$ cat src/verilog/nts_buf_pkg.sv
// Frame buffer word format is 64-bit data with a byte-keep mask filled from bit 0 upward
package nts_buf_pkg;

  // ------------------------------------------------------------
  // Receive word format
  // ------------------------------------------------------------
  localparam int WORD_W     = 64;  // MAC data word
  localparam int KEEP_W     = 8;   // One keep bit per byte
  localparam int BYTE_CNT_W = 4;   // 0 to 8 bytes in a word

  // ------------------------------------------------------------
  // Bank life cycle, receive states then reader states
  // ------------------------------------------------------------
  typedef enum logic [3:0] {
    empty,
    has_data,
    packet_received,
    out_init_0,
    out_init_1,
    out,
    out_fin_0,
    out_fin_1,
    error
  } buf_state_e;

endpackage
$ cat src/verilog/nts_rx_aligner.sv
// Keep masks must fill from byte 0 upward, any other pattern passes through and counts no bytes
`timescale 1ns/1ns
module nts_rx_aligner (
  input  logic                               i_clk,
  input  logic                               i_areset,
  input  logic [nts_buf_pkg::KEEP_W-1:0]     i_rx_data_valid,
  input  logic [nts_buf_pkg::WORD_W-1:0]     i_rx_data,
  output logic                               o_sof,
  output logic [nts_buf_pkg::WORD_W-1:0]     o_word,
  output logic [nts_buf_pkg::BYTE_CNT_W-1:0] o_bytes
);
  import nts_buf_pkg::*;

  logic [KEEP_W-1:0] prev_keep;

  always_ff @(posedge i_clk or posedge i_areset)
  begin
    if (i_areset)
      prev_keep <= '1;  // Nonzero, no false start after reset
    else
      prev_keep <= i_rx_data_valid;
  end

  // Idle gap followed by a full word
  assign o_sof = (prev_keep == '0) && (i_rx_data_valid == '1);

  // ------------------------------------------------------------
  // Partial last word moves its bytes to the top
  // ------------------------------------------------------------
  always_comb
  begin
    o_word  = i_rx_data;  // Unexpected mask
    o_bytes = '0;
    if (i_rx_data_valid == '0)
      o_word = '0;
    for (int k = 1; k <= KEEP_W; k++)
    begin
      if (i_rx_data_valid == KEEP_W'((1 << k) - 1))
      begin
        o_word  = i_rx_data << (8 * (KEEP_W - k));
        o_bytes = BYTE_CNT_W'(k);
      end
    end
  end

  // MAC side contract, the buffer relies on it for the stored keep
  a_keep_contiguous: assert property (@(posedge i_clk) disable iff (i_areset)
    (i_rx_data_valid & (i_rx_data_valid + 1'b1)) == '0);

endmodule

$ cat config.mk
export PLATFORM = sky130hd
export DESIGN_NAME = nts_rx_aligner
export DESIGN_NICKNAME = d
export VERILOG_FILES = /design/src/verilog/nts_buf_pkg.sv /design/src/verilog/nts_rx_aligner.sv
export SDC_FILE = /design/constraint.sdc
export NUM_CORES = 1
export LEC_CHECK = 0
export BUFFER_PORTS_ARGS = -buffer_cell sky130_fd_sc_hd__buf_2
export CELL_PAD_IN_SITES_DETAIL_PLACEMENT = 0
export CELL_PAD_IN_SITES_GLOBAL_PLACEMENT = 1
export CORE_ASPECT_RATIO = 0.5
export CORE_MARGIN = 1.5
export CORE_UTILIZATION = 24
export DETAILED_ROUTE_END_ITERATION = 6
export GPL_TIMING_DRIVEN = 0
export PLACE_DENSITY = 0.71
export SYNTH_ARGS = -nofsm -noshare
export SYNTH_HDL_FRONTEND = slang
export SYNTH_SLANG_ARGS = --single-unit
$ cat constraint.sdc
create_clock -name i_clk -period 1.8 [get_ports i_clk]
set_input_delay 0.09 -clock i_clk [delete_from_list [all_inputs] [get_ports i_clk]]
set_output_delay 0.09 -clock i_clk [all_outputs]
set_load 0.1 [all_outputs]
# == After elaboration in Yosys (flattened, before gate mapping) ==
# Cells that the tools add are included.
# op_classes
n_addsub,0
mul,0
div_mod_pow,0
magnitude_cmp,0
n_eq_ne,8
n_shift,0
muxes,17
n_bitwise,0
n_reduce_logical,3
# op_table
op,n
two-way mux 64 bit,9
zero test 8 bit,2
two-way mux 4 bit,4
"== test 8 x 1 -> 1 bit, second input constant",1
"== test 8 x 2 -> 1 bit, second input constant",1
"== test 8 x 3 -> 1 bit, second input constant",1
"== test 8 x 4 -> 1 bit, second input constant",1
"== test 8 x 5 -> 1 bit, second input constant",1
"== test 8 x 6 -> 1 bit, second input constant",1
"== test 8 x 7 -> 1 bit, second input constant",1
"== test 8 bit, second input constant",1
two-way mux 2 bit,2
two-way mux 3 bit,1
logical AND 1 bit,1
two-way mux 1 bit,1
# word_totals
register_bits,8
latchBits,0
ram_bits,0
mem_bits_ro,0
input_bits,74
output_inout_bits,69
elab_cells,29
n_memories,0

# == Longest topological paths before layout ==
# depth
ltp_word,10
mapped_depth,8

# == Worst setup path after synthesis ==
# OpenSTA, ideal clock, no wires.
# synth_timing
kind,input to output
from,input i_rx_data_valid[6] (netlist name)
to,output o_word[49] (netlist name)
t_arrival_ns,3.436
t_required_ns,1.710
slack_ns,-1.726
stages,7
path_buffers,3
path_cell_list,clkbuf_1 -> or3_4 -> nor3b_2 -> buf_4 -> buf_4 -> o221ai_1 -> o31ai_1
# synth_between
elab_chain_cells,10
word_cells_on_any_way,18
cone_classes,eq/ne: 8; mux: 9; reduce/logical: 1
# synth_lines
element,line_no,rtl
start: declaration,nts_rx_aligner.sv:6,"input logic [nts_buf_pkg::KEEP_W-1:0] i_rx_data_valid,"
zero test 8 bit,nts_rx_aligner.sv:34,if (i_rx_data_valid == '0)
two-way mux 64 bit,nts_rx_aligner.sv:34,
two-way mux 64 bit (7 in a row),nts_rx_aligner.sv:38,if (i_rx_data_valid == KEEP_W'((1 << k) - 1))
two-way mux 64 bit *,nts_rx_aligner.sv:38,
end: declaration,nts_rx_aligner.sv:9,"output logic [nts_buf_pkg::WORD_W-1:0] o_word,"
# Mark *: on every way between the ends. The rest lies on a longest branch, timed or not.

# == Worst setup path in the final report ==
# layout_timing
from,input i_rx_data_valid[5] (netlist name)
to,output o_word[43] (netlist name)
# Same word-level chain as after synthesis.

==> metrics.md <==
| Metric | Value |
|---|---|
| Setup WS post-layout | `-0.04103 ns` |
| Hold Path Class | `primary input to flip-flop` |
| Via/cell ratio | `5.909` |
| Period utilisation layout | `102.3%` |
| EDFF count, synth | `0` |
| Largest net degree at the start of global routing | `12` |
| H-Tree Depth | `1` |
| Crit Path Category | `primary input to output port` |
| Fin util | `47.12%` |
| Combinational share of power | `79.9%` |
| Drt pass-1 iters | `7` |
| Clk sinks | `8` |
| # Max-Cap Violations | `0` |
| Violated checks | `negative setup slack` |
| Final hold violation count | `0` |
| NumNets Final | `794` |
| CP dominant cell by count | `buf_12` |
| Core Rows | `30` |
| Switching Fraction | `56.68%` |
| Synthesized area | `0.003448 mm²` |
| Slew headroom | `49.89%` |
| Sequential power share | `7.1%` |
| Global route total overflow | `0` |
| Register area | `210.2 µm²` |
| Post-synth top flop | `dfstp_2` |
| ANT cells | `0` |
| Drt total wl | `21790 µm` |
| Arr. time, crit path | `1.75 ns` |
| CP Launch Type | `primary input` |
| Vias post-DR | `5377` |
| Outcome | `complete, but fails checks` |
| Clock transition at the registers of the reported paths | `0.04 ns` |
| Syn Inst Count | `558` |
| PD cells | `433.8 mW/mm²` |
| Synth Net Count | `632` |
| Critical Path End Type | `output port` |
| Critical path required time | `1.71 ns` |
| Commonest non-fill, non-tap cell in the layout | `nor2_1` |
| Core Box Area | `0.01378 mm²` |
| Hpwl dp | `16600 µm` |
| GRT Overall Usage | `27.75%` |
| Routed WL per cell | `23.94 µm` |
| Max Buffers Root-to-Sink | `2` |
| Worst vdd ir | `0.0002594 V` |
| Static leakage | `0.002520 µW` |
| CP max stage cell | `or3_4` |
| Fmax achieved | `543.2 MHz` |
| Worst-path cell chain | `buf_12 > or3_4 > nor3b_2 > buf_6 > and3_4 > a22oi_2 > a31oi_4 > buf_12` |
| CTS tree | `yes` |
| CTS buffer count | `3` |
| Crit-path max FO | `7` |
| Unrepaired setup endpoints after global routing | `true` |
| Yosys cell types | `50` |
| TNS Setup | `-0.3663 ns` |
| Layout area overhead | `88.24%` |
| # IOs | `143` |
| Fraction of registers with async set/reset | `100.0%` |
| CP max stage delay | `0.41 ns` |
| Die width | `172.5 µm` |
| Antenna violations before repair | `0` |
| Synthesized flop and latch total | `8` |
| Syn_area_per_cell | `6.180 µm²` |
| Biggest register | `prev_keep` |
| DRT antenna net count | `0` |
| Starting Density | `25.03%` |
| Proportion of synthesized chip area in sequential cells | `6.096%` |
| Largest registers | `prev_keep: 8 flops` |
| P_int | `1220 µW` |
| Number of I/O port buffers | `141` |
| Final setup fails | `15` |
| Multi-input gate area | `0.003891 mm²` |
| First-pass GRT wire length | `32110 µm` |
| WHS Path Cells | `1` |
| Most frequent cells in the layout | `nor2_1, buf_2, nand2_1` |
| Drt drc | `0` |
| Drt first-iter violations | `634` |
| Fill cells | `1400` |
| Root Driver | `clkbuf_16` |
| Yosys warning total | `0` |
| Layout cells sized above 1 | `50.56%` |
| Final Critical Period | `1.841 ns` |
| Clk network pwr share | `13.0%` |
| Sw Pwr | `1596 µW` |
| Max-slew violations | `0` |
| Number of global-route vias before repair | `5177` |
| Largest register FFs | `8` |
| Worst-margin pin slew | `0.7517 ns` |
| Full die area | `0.01514 mm²` |
| Die height | `87.76 µm` |
| Final Wtd Congestion | `0.9026` |
==> routing by layer <==
metal	wire length [µm]	track usage, %	vias up
met5	0	0	-
met2	9051	41.64	337
met1	9945	40.54	2587
met3	2637	6.641	16
li1	-	-	2437
met4	151	4.067	0
==> layout make-up <==
cell class	instances	share of cell area [%]
timing repair buffer	164	25.69
sequential	8	3.238
inverter	9	0.6361
multi-input combinational	485	59.95
buffer	49	5.628
tap	192	3.701
clock buffer	3	1.157
==> worst paths after layout <==
check                                    endpoint          startpoint
setup / recovery                       o_word[43]  i_rx_data_valid[5]
min in group asynchronous  prev_keep[2]$_DFF_PP1_            i_areset
hold / removal             prev_keep[2]$_DFF_PP1_  i_rx_data_valid[2]
max in group asynchronous  prev_keep[7]$_DFF_PP1_            i_areset
==> stage by stage <==
step	total power, µW	hold WS (ns)	worst slack (ns)	cells	instance area [µm²]
after floorplan	1564	0.09448	-0.4013	558	4101
after global placement	2020	0.2086	-0.7118	891	5047
after detailed placement	2023	0.2108	-0.6845	891	5047
after CTS	2735	0.001470	-0.04400	905	6248
after global routing	2908	0.002903	-0.08806	910	6491
final	2816	0.01148	-0.04103	910	6491
==> synthesized netlist by cell type, types with 14 or more instances <==
| cell type | number | area (µm²) |
|---|---|---|
| o21ai_0 | 59 | 295.3 |
| o22ai_1 | 38 | 237.7 |
| buf_2 | 14 | 70.07 |
| nor2b_1 | 36 | 225.2 |
| nand2_1 | 43 | 161.4 |
| a21oi_1 | 21 | 105.1 |
| a22oi_1 | 15 | 112.6 |
| clkbuf_1 | 32 | 120.1 |
| nor2_1 | 87 | 326.6 |
| mux2i_1 | 21 | 210.2 |
==> worst max-delay path: cells and delay by family <==
kind / cells / cell delay [ns]
and+or+nand+nor: 3 / 0.87
AOI/OAI and AO/OA: 2 / 0.33
buffers and inverters: 3 / 0.47
==> power groups by stage <==
stage	clock, µW	sequential (µW)	combinational (µW)
6_report	365	199	2250
3_5_place_dp	0	201	1820
3_3_place_gp	0	201	1820
5_1_grt	387	200	2320
4_1_cts	374	200	2160
2_1_floorplan	0	201	1360
==> kinds of logic (layout without fill, tap and decap cells) <==
family	Yosys count	in the layout	synth area share (%)
flops	8	8	6.096
mux	29	29	8.708
buf+inv	66	225	8.491
compound gates	233	233	45.65
simple gates	222	223	31.06
==> what timing repair did <==
action / in CTS / in global routing
pin swaps: 38 / 16
setup endpoints to repair: 69 / 66
hold endpoints to repair: 3 / 0
setup buffers: 12 / 5
gates cloned: 4 / 0
resized for setup: 296 / 60
hold buffers: 3 / 0
(Power assumes the default switching activity.)
