===== config.mk =====
export PLATFORM = sky130hd
export DESIGN_NAME = nts_api_regs
export DESIGN_NICKNAME = d
export VERILOG_FILES = /design/src/verilog/nts_api_pkg.sv /design/src/verilog/nts_buf_pkg.sv /design/src/verilog/nts_api_regs.sv
export SDC_FILE = /design/constraint.sdc
export NUM_CORES = 2
export LEC_CHECK = 0
export BUFFER_PORTS_ARGS = -buffer_cell sky130_fd_sc_hd__buf_2
export CAP_MARGIN = 20
export CORE_ASPECT_RATIO = 0.5
export CORE_UTILIZATION = 30
export DETAILED_ROUTE_END_ITERATION = 12
export GPL_TIMING_DRIVEN = 0
export PLACE_DENSITY = 0.46
export SLEW_MARGIN = 25
export SYNTH_ARGS = -nofsm -noshare
export SYNTH_HDL_FRONTEND = slang
export SYNTH_SLANG_ARGS = --single-unit
export TNS_END_PERCENT = 30

===== constraint.sdc =====
create_clock -name i_clk -period 25.3 [get_ports i_clk]
set_input_delay 3.795 -clock i_clk [delete_from_list [all_inputs] [get_ports i_clk]]
set_output_delay 3.795 -clock i_clk [all_outputs]
set_load 0.005 [all_outputs]

===== src/verilog/nts_api_pkg.sv =====
// Register map of the dispatcher, 32-bit data on a 12-bit word address, unmapped reads give 0
package nts_api_pkg;

  localparam int API_ADDR_W = 12;
  localparam int API_DATA_W = 32;
  localparam int CNT_W      = 64;  // Event counters, read as MSB then LSB

  // ------------------------------------------------------------
  // Addresses
  // ------------------------------------------------------------
  localparam logic [API_ADDR_W-1:0] ADDR_NAME0              = 'h0;
  localparam logic [API_ADDR_W-1:0] ADDR_NAME1              = 'h1;
  localparam logic [API_ADDR_W-1:0] ADDR_VERSION            = 'h2;
  localparam logic [API_ADDR_W-1:0] ADDR_DUMMY              = 'h3;  // Scratch
  localparam logic [API_ADDR_W-1:0] ADDR_STATES_INSPECT     = 'h5;
  localparam logic [API_ADDR_W-1:0] ADDR_BYTES_RX_MSB       = 'ha;
  localparam logic [API_ADDR_W-1:0] ADDR_BYTES_RX_LSB       = 'hb;
  localparam logic [API_ADDR_W-1:0] ADDR_CNT_FRAMES_MSB     = 'h20;
  localparam logic [API_ADDR_W-1:0] ADDR_CNT_FRAMES_LSB     = 'h21;
  localparam logic [API_ADDR_W-1:0] ADDR_CNT_GOOD_MSB       = 'h22;
  localparam logic [API_ADDR_W-1:0] ADDR_CNT_GOOD_LSB       = 'h23;
  localparam logic [API_ADDR_W-1:0] ADDR_CNT_BAD_MSB        = 'h24;
  localparam logic [API_ADDR_W-1:0] ADDR_CNT_BAD_LSB        = 'h25;
  localparam logic [API_ADDR_W-1:0] ADDR_CNT_DISPATCHED_MSB = 'h26;
  localparam logic [API_ADDR_W-1:0] ADDR_CNT_DISPATCHED_LSB = 'h27;
  localparam logic [API_ADDR_W-1:0] ADDR_CNT_ERROR_MSB      = 'h28;
  localparam logic [API_ADDR_W-1:0] ADDR_CNT_ERROR_LSB      = 'h29;

  // Identity, plain ASCII
  localparam logic [63:0] CORE_NAME    = "NTS-DISP";
  localparam logic [31:0] CORE_VERSION = "0.02";

endpackage


===== src/verilog/nts_buf_pkg.sv =====
// Frame buffer word format is 64-bit data with a byte-keep mask filled from bit 0 upward
package nts_buf_pkg;

  // ------------------------------------------------------------
  // Receive word format
  // ------------------------------------------------------------
  localparam int WORD_W     = 64;  // MAC data word
  localparam int KEEP_W     = 8;   // One keep bit per byte
  localparam int BYTE_CNT_W = 4;   // 0 to 8 bytes in a word

  // ------------------------------------------------------------
  // Bank life cycle, receive states then reader states
  // ------------------------------------------------------------
  typedef enum logic [3:0] {
    empty,
    has_data,
    packet_received,
    out_init_0,
    out_init_1,
    out,
    out_fin_0,
    out_fin_1,
    error
  } buf_state_e;

endpackage

===== src/verilog/nts_api_regs.sv =====
// Reads are combinational, reading a counter MSB latches its LSB for the following LSB read
`timescale 1ns/1ns
module nts_api_regs (
  input  logic                                i_clk,
  input  logic                                i_areset,
  input  logic                                i_sof,
  input  logic [nts_buf_pkg::BYTE_CNT_W-1:0]  i_bytes,
  input  logic                                i_rx_good_frame,
  input  logic                                i_rx_bad_frame,
  input  logic                                i_dispatch_fifo_rd_start,
  input  logic                                i_error,
  input  nts_buf_pkg::buf_state_e             i_bank_state0,
  input  nts_buf_pkg::buf_state_e             i_bank_state1,
  input  logic                                i_current_bank,
  input  logic                                i_api_cs,
  input  logic                                i_api_we,
  input  logic [nts_api_pkg::API_ADDR_W-1:0]  i_api_address,
  input  logic [nts_api_pkg::API_DATA_W-1:0]  i_api_write_data,
  output logic [nts_api_pkg::API_DATA_W-1:0]  o_api_read_data
);
  import nts_api_pkg::*;

  localparam int NUM_CNT = 6;

  // Counter order is frames, good, bad, bytes, dispatched, error
  localparam logic [API_ADDR_W-1:0] MSB_ADDR [NUM_CNT] = '{
    ADDR_CNT_FRAMES_MSB, ADDR_CNT_GOOD_MSB, ADDR_CNT_BAD_MSB,
    ADDR_BYTES_RX_MSB, ADDR_CNT_DISPATCHED_MSB, ADDR_CNT_ERROR_MSB};
  localparam logic [API_ADDR_W-1:0] LSB_ADDR [NUM_CNT] = '{
    ADDR_CNT_FRAMES_LSB, ADDR_CNT_GOOD_LSB, ADDR_CNT_BAD_LSB,
    ADDR_BYTES_RX_LSB, ADDR_CNT_DISPATCHED_LSB, ADDR_CNT_ERROR_LSB};

  logic [CNT_W-1:0]      cnt_reg [NUM_CNT];
  logic [API_DATA_W-1:0] lsb_reg [NUM_CNT];
  logic [CNT_W-1:0]      inc [NUM_CNT];
  logic [NUM_CNT-1:0]    latch;
  logic [API_DATA_W-1:0] scratch_reg;

  always_comb
  begin
    inc[0] = CNT_W'(i_sof);
    inc[1] = CNT_W'(i_rx_good_frame);
    inc[2] = CNT_W'(i_rx_bad_frame);
    inc[3] = CNT_W'(i_bytes);
    inc[4] = CNT_W'(i_dispatch_fifo_rd_start);
    inc[5] = CNT_W'(i_error);
  end

  // ------------------------------------------------------------
  // Read decode
  // ------------------------------------------------------------
  always_comb
  begin
    o_api_read_data = '0;
    latch           = '0;
    if (i_api_cs && !i_api_we)
    begin
      case (i_api_address)
        ADDR_NAME0:   o_api_read_data = CORE_NAME[63:32];
        ADDR_NAME1:   o_api_read_data = CORE_NAME[31:0];
        ADDR_VERSION: o_api_read_data = CORE_VERSION;
        ADDR_DUMMY:   o_api_read_data = scratch_reg;
        ADDR_STATES_INSPECT:
          o_api_read_data = {15'h0, i_current_bank, 4'h0, i_bank_state0, 4'h0, i_bank_state1};
        default: ;
      endcase
      for (int c = 0; c < NUM_CNT; c++)
      begin
        if (i_api_address == MSB_ADDR[c])
        begin
          o_api_read_data = cnt_reg[c][CNT_W-1:API_DATA_W];
          latch[c]        = 1'b1;
        end
        if (i_api_address == LSB_ADDR[c])
          o_api_read_data = lsb_reg[c];
      end
    end
  end

  always_ff @(posedge i_clk or posedge i_areset)
  begin
    if (i_areset)
    begin
      scratch_reg <= '0;
      for (int c = 0; c < NUM_CNT; c++)
      begin
        cnt_reg[c] <= '0;
        lsb_reg[c] <= '0;
      end
    end
    else
    begin
      if (i_api_cs && i_api_we && i_api_address == ADDR_DUMMY)
        scratch_reg <= i_api_write_data;
      for (int c = 0; c < NUM_CNT; c++)
      begin
        cnt_reg[c] <= cnt_reg[c] + inc[c];
        if (latch[c])
          lsb_reg[c] <= cnt_reg[c][API_DATA_W-1:0];  // Snapshot with the MSB read
      end
    end
  end

  // MSB then LSB reads only pair up if counters only move forward
  for (genvar c = 0; c < NUM_CNT; c++)
  begin : g_mono
    a_no_decrease: assert property (@(posedge i_clk) disable iff (i_areset)
      cnt_reg[c] >= $past(cnt_reg[c]));
  end

endmodule


[Word-level counts from Yosys, hierarchy flattened]
Index checks and enable logic that the tools add are counted.
Word-level totals
  flip-flop bits (word level): 608
  input bits: 66
  output and inout port bits: 32
  word-level logic and storage cells: 61
Operators by class
  $add $sub $neg: 6
  equal/unequal tests: 16
  multiplexer cells: 21
  reduce and logical (&&, ||, !) cells: 5
Operator list (count)
  32-bit 2-to-1 mux: 13
  64-bit by 1-bit adder with 64-bit output: 5
  32-bit case mux with 5 select lines: 1
  12-bit by 6-bit equality test with 1-bit output, second input constant: 10
  64-bit by 4-bit adder with 64-bit output: 1
  12-bit by 2-bit equality test with 1-bit output, second input constant: 2
  12-bit by 4-bit equality test with 1-bit output, second input constant: 2
  12-bit by 1-bit equality test with 1-bit output, second input constant: 1
  12-bit by 3-bit equality test with 1-bit output, second input constant: 1
  12-bit logical NOT: 1
  1-bit 2-to-1 mux: 6
  6-bit 2-to-1 mux: 1
  1-bit logical AND: 3
  1-bit logical NOT: 1

[Logic depth before layout (Yosys ltp)]
  depth in word-level cells: 15
  gate-level depth with buffers: 10
  depth with buffers taken out: 9

[Worst setup path after synthesis]
Ideal clock, no wire load.
  kind: input -> output
  start: in i_api_address[10] in the netlist's numbering
  end: out o_api_read_data[14] in the netlist's numbering
  arrival time: 5.771 ns
  data required time: 21.505 ns
  path slack: 15.734 ns
  stages on the path: 6
  path buffers: 0
  cells stage by stage: or4_4 or4_4 o221ai_1 a221oi_1 or4_1 a21oi_1
On the way
  word-level cells in the longest chain between the ends: 15
  elaborated cells between the ends (all ways): 31
  those cells by class: 16 x eq/ne; 14 x mux; 1 x reduce/logical
Ends and longest elaborated chain
  start, declared: RTL line nts_api_regs.sv:17  | input logic [nts_api_pkg::API_ADDR_W-1:0] i_api_address,
  12-bit by 3-bit equality test with 1-bit output (tied with other cells): RTL line nts_api_regs.sv:58  | case (i_api_address)
  32-bit case mux with 5 select lines: RTL line nts_api_regs.sv:58
  32-bit 2-to-1 mux: RTL line nts_api_regs.sv:69  | if (i_api_address == MSB_ADDR[c])
  32-bit 2-to-1 mux: RTL line nts_api_regs.sv:74  | if (i_api_address == LSB_ADDR[c])
  32-bit 2-to-1 mux: RTL line nts_api_regs.sv:69
  32-bit 2-to-1 mux: RTL line nts_api_regs.sv:74
  32-bit 2-to-1 mux: RTL line nts_api_regs.sv:69
  32-bit 2-to-1 mux: RTL line nts_api_regs.sv:74
  32-bit 2-to-1 mux: RTL line nts_api_regs.sv:69
  32-bit 2-to-1 mux: RTL line nts_api_regs.sv:74
  32-bit 2-to-1 mux: RTL line nts_api_regs.sv:69
  32-bit 2-to-1 mux: RTL line nts_api_regs.sv:74
  32-bit 2-to-1 mux: RTL line nts_api_regs.sv:69
  32-bit 2-to-1 mux (*): RTL line nts_api_regs.sv:74
  32-bit 2-to-1 mux (*): RTL line nts_api_regs.sv:56  | if (i_api_cs && !i_api_we)
  end, declared: RTL line nts_api_regs.sv:19  | output logic [nts_api_pkg::API_DATA_W-1:0] o_api_read_data
Mark *: on every way between the ends. The rest lies on a longest branch, timed or not.

[Worst setup path in the final report]
  start: in i_api_address[9] in the netlist's numbering
  end: out o_api_read_data[6] in the netlist's numbering
The elaborated chain is that of the path after synthesis.

==> flow_summary.json <==
{
  "status": "completed",
  "drt-met1-wl_mm": 58.7,
  "numCtsBuffers": 59,
  "hpwl_mm": 94.9,
  "avgSynthCellArea_um2": 10.8,
  "synth_xor_xnor_area_share_pct": 10.9,
  "syn_nets": 2869,
  "port_buffers": 96,
  "route.met2.wl_mm": 49.6,
  "rows": 81,
  "gp_congestion": 1.02,
  "maxSlewViolCount": 0,
  "syn_area_um2": 30000,
  "cts_tree": "yes",
  "antenna_found_initial": 5,
  "synth_edf_count": 0,
  "die_area_um2": 101000,
  "dp.cells": 4219,
  "crit_path_max_incr_delay_ns": 0.79,
  "worst_path_max_delay_cell": "a22oi_1",
  "seq_area_frac_synth_pct": 50.7,
  "timing.max_cap.violations": 0,
  "worst_pin_slew_ns": 1.18,
  "ys_seq_elements": 608,
  "utilization_pct": 35.1,
  "start_kind": "input pin",
  "clk_pin_slew_ns": 0.06,
  "syn_to_final_growth_pct": 15.2,
  "cp.required_ns": 21.50,
  "synthDistinctLibCells": 78,
  "final_cell_mix": "dfrtp_1, xnor2_1, nand2_1, nor2_1, nand3_1",
  "final.setup_skew_ns": 0.0312,
  "crit_chain": "buf_2 > nor3_1 > clkbuf_1 > buf_1 > nand4_1 > a22oi_1 > a2111oi_0 > nor4_1 > buf_2",
  "cts-root-buf": "clkbuf_16",
  "io_pins": 98,
  "multi_input_area_um2": 14100,
  "layout_commonest_cell": "dfrtp_1",
  "finalCritPeriodShare_pct": 47.3,
  "synthCells": 2788,
  "floorplan.initialDensity_pct": 30.5,
  "viasPerCell": 5.46,
  "ctsResizeCount": 0,
  "crit_arrival_ns": 8.17,
  "synth_top_family_by_area": "simple AND/OR/NAND/NOR gates",
  "ys_async_sr_fraction_pct": 100,
  "holdBufCountCts": 0,
  "crit_type": "input pin to output port",
  "final_layout_size_suffix_gt1_share_pct": 14.0,
  "largest_reg_flops": 384,
  "cp-end-kind": "output port",
  "crit_fanout": 10,
  "period_minus_slack_ns": 11.97,
  "die_h_um": 226,
  "vias": 23700,
  "synthAdderAreaFrac_pct": 0.651,
  "routed.top_layer": "met4",
  "drtPass1Iterations": 12,
  "cts_setup_buffers": 0,
  "ant_nets": 0,
  "synth_ff_type": "dfrtp_1",
  "stdcell_count": 4333,
  "clockBufferDepth": 3,
  "route.detailed.drc": 0,
  "grt_usage_pct": 23.7,
  "register_area_um2": 15200,
  "drt_iter0_drc": 2645,
  "core_um2": 98400,
  "grt_first_pass_wirelength_mm": 172,
  "power_density_nw_per_um2": 63.5,
  "final_nets": 3036,
  "rsz0062_at_grt": "false",
  "finalSetupViolations": 0,
  "synth_warnings": 0,
  "fp.dieW_um": 449,
  "grt_max_degree": 94,
  "synth_compound_area_share_pct": 8.41,
  "p_leak_uw": 0.0157,
  "hp-class": "flop to flop",
  "max_freq_mhz": 83.5,
  "n_fill_cell": 9940,
  "crit_top_cell": "buf_2",
  "route.met3.wl_mm": 9.15,
  "clk_latency_ns": 0.65,
  "clock-sinks": 608,
  "hold_viol": 0,
  "power_uw": 2190,
  "wl_mm": 121,
  "slew_headroom_pct": 20.7,
  "yosys.area_share.simple_pct": 17.8,
  "grt_overflow": 0,
  "synth_mux_area_share_pct": 8.97,
  "drt-wirelength-per-cell_um": 27.9,
  "grt_pass1_vias": 22800,
  "htree_levels": 2,
  "ir_drop_mv": 0.0516
}
[final cells by class]
class                           instances  share of cell area [%]
Antenna cell                            2                  0.0145
Buffer                                124                    1.59
Clock buffer                           83                    4.94
Clock inverter                         26                    1.35
Inverter                               53                   0.597
Multi-Input combinational cell       2003                    40.7
Sequential cell                       608                    44.0
Tap cell                             1328                    4.81
Timing Repair Buffer                  106                    2.00
[stage by stage]
stage	instance area (um2)	hold slack [ns]	setup TNS, ns	worst slack [ns]
3_5_place_dp	32400	0.461	0	13.58
2_1_floorplan	30000	0.434	0	4.48
4_1_cts	34500	0.477	0	13.58
6_report	34600	0.477	0	13.33
5_1_grt	34500	0.493	0	13.34
3_3_place_gp	32100	0.453	-1939.43	-3.33
[power breakdown]
part           total (uW)  internal [uW]  switching [uW]
Sequential           1050           1010            42.5
Clock                 999            593             406
Combinational         145           51.3            93.6
[cells in the mapped netlist (8+ instances only)]
| master | instances | area share, % |
|---|---|---|
| o21ai_0 | 116 | 1.9 |
| nor2b_1 | 18 | 0.38 |
| xnor2_1 | 233 | 6.8 |
| mux2_1 | 105 | 3.9 |
| clkbuf_1 | 73 | 0.91 |
| a22oi_1 | 13 | 0.33 |
| nand2_1 | 227 | 2.8 |
| and4_1 | 43 | 1.3 |
| dfrtp_1 | 608 | 51 |
| a211oi_1 | 16 | 0.40 |
| inv_1 | 53 | 0.66 |
| o22ai_1 | 30 | 0.63 |
| and3_1 | 61 | 1.3 |
| nor4_1 | 30 | 0.63 |
| nand3_1 | 141 | 2.4 |
| buf_1 | 9 | 0.11 |
| a221oi_1 | 21 | 0.61 |
| ha_1 | 14 | 0.58 |
| xor2_1 | 140 | 4.1 |
| o221a_2 | 9 | 0.34 |
| o221ai_1 | 15 | 0.44 |
| mux2i_1 | 19 | 0.63 |
| nand2b_1 | 15 | 0.31 |
| nor3_1 | 69 | 1.2 |
| or4_1 | 16 | 0.40 |
| a21oi_1 | 72 | 1.2 |
| nor2_1 | 173 | 2.2 |
| nand4_1 | 99 | 2.1 |
| and2_1 | 18 | 0.38 |
| or3_1 | 17 | 0.35 |
| nand3b_1 | 8 | 0.20 |
| a21o_1 | 8 | 0.20 |
| mux2_2 | 117 | 4.4 |
| buf_2 | 37 | 0.62 |
[final timing paths]
kind	startpoint	to	slack [ns]	cells after the start
worst max-delay path	i_api_address[9]	o_api_read_data[6]	13.33	9
worst min-delay path	cnt_reg[383]$_DFF_PP0_	cnt_reg[383]$_DFF_PP0_	0.48	1
worst max register to register	cnt_reg[32]$_DFF_PP0_	cnt_reg[63]$_DFF_PP0_	22.28	6
worst min register to register	cnt_reg[383]$_DFF_PP0_	cnt_reg[383]$_DFF_PP0_	0.48	1
max in group asynchronous	i_areset	lsb_reg[68]$_DFFE_PP0P_	20.43	5
min in group asynchronous	i_areset	cnt_reg[353]$_DFF_PP0_	3.21	2
[worst max-delay path: cells and delay by family]
kind	cells	cell delay [ns]
compound gates	2	1.01
simple gates	3	1.71
buf+inv	4	1.65
[kinds of logic (layout without fill, tap and decap cells)]
group                    count (synthesis)  count (layout)
AO/OA/AOI/OAI                          381             381
buffers and inverters                  177             392
adder cells (fa/ha/maj)                 15              15
flip-flops                             608             608
AND/OR/NAND/NOR                        993             993
multiplexers                           241             241
other                                    0               2
XOR/XNOR                               373             373
[routing by layer]
metal / vias to the layer above / GRT usage, %
met1: 12300 / 35.8
met4: 0 / 6.52
met5: - / 0
met3: 162 / 4.70
li1: 10400 / -
met2: 864 / 33.9
No activity file was read; power rests on OpenSTA's default activity.
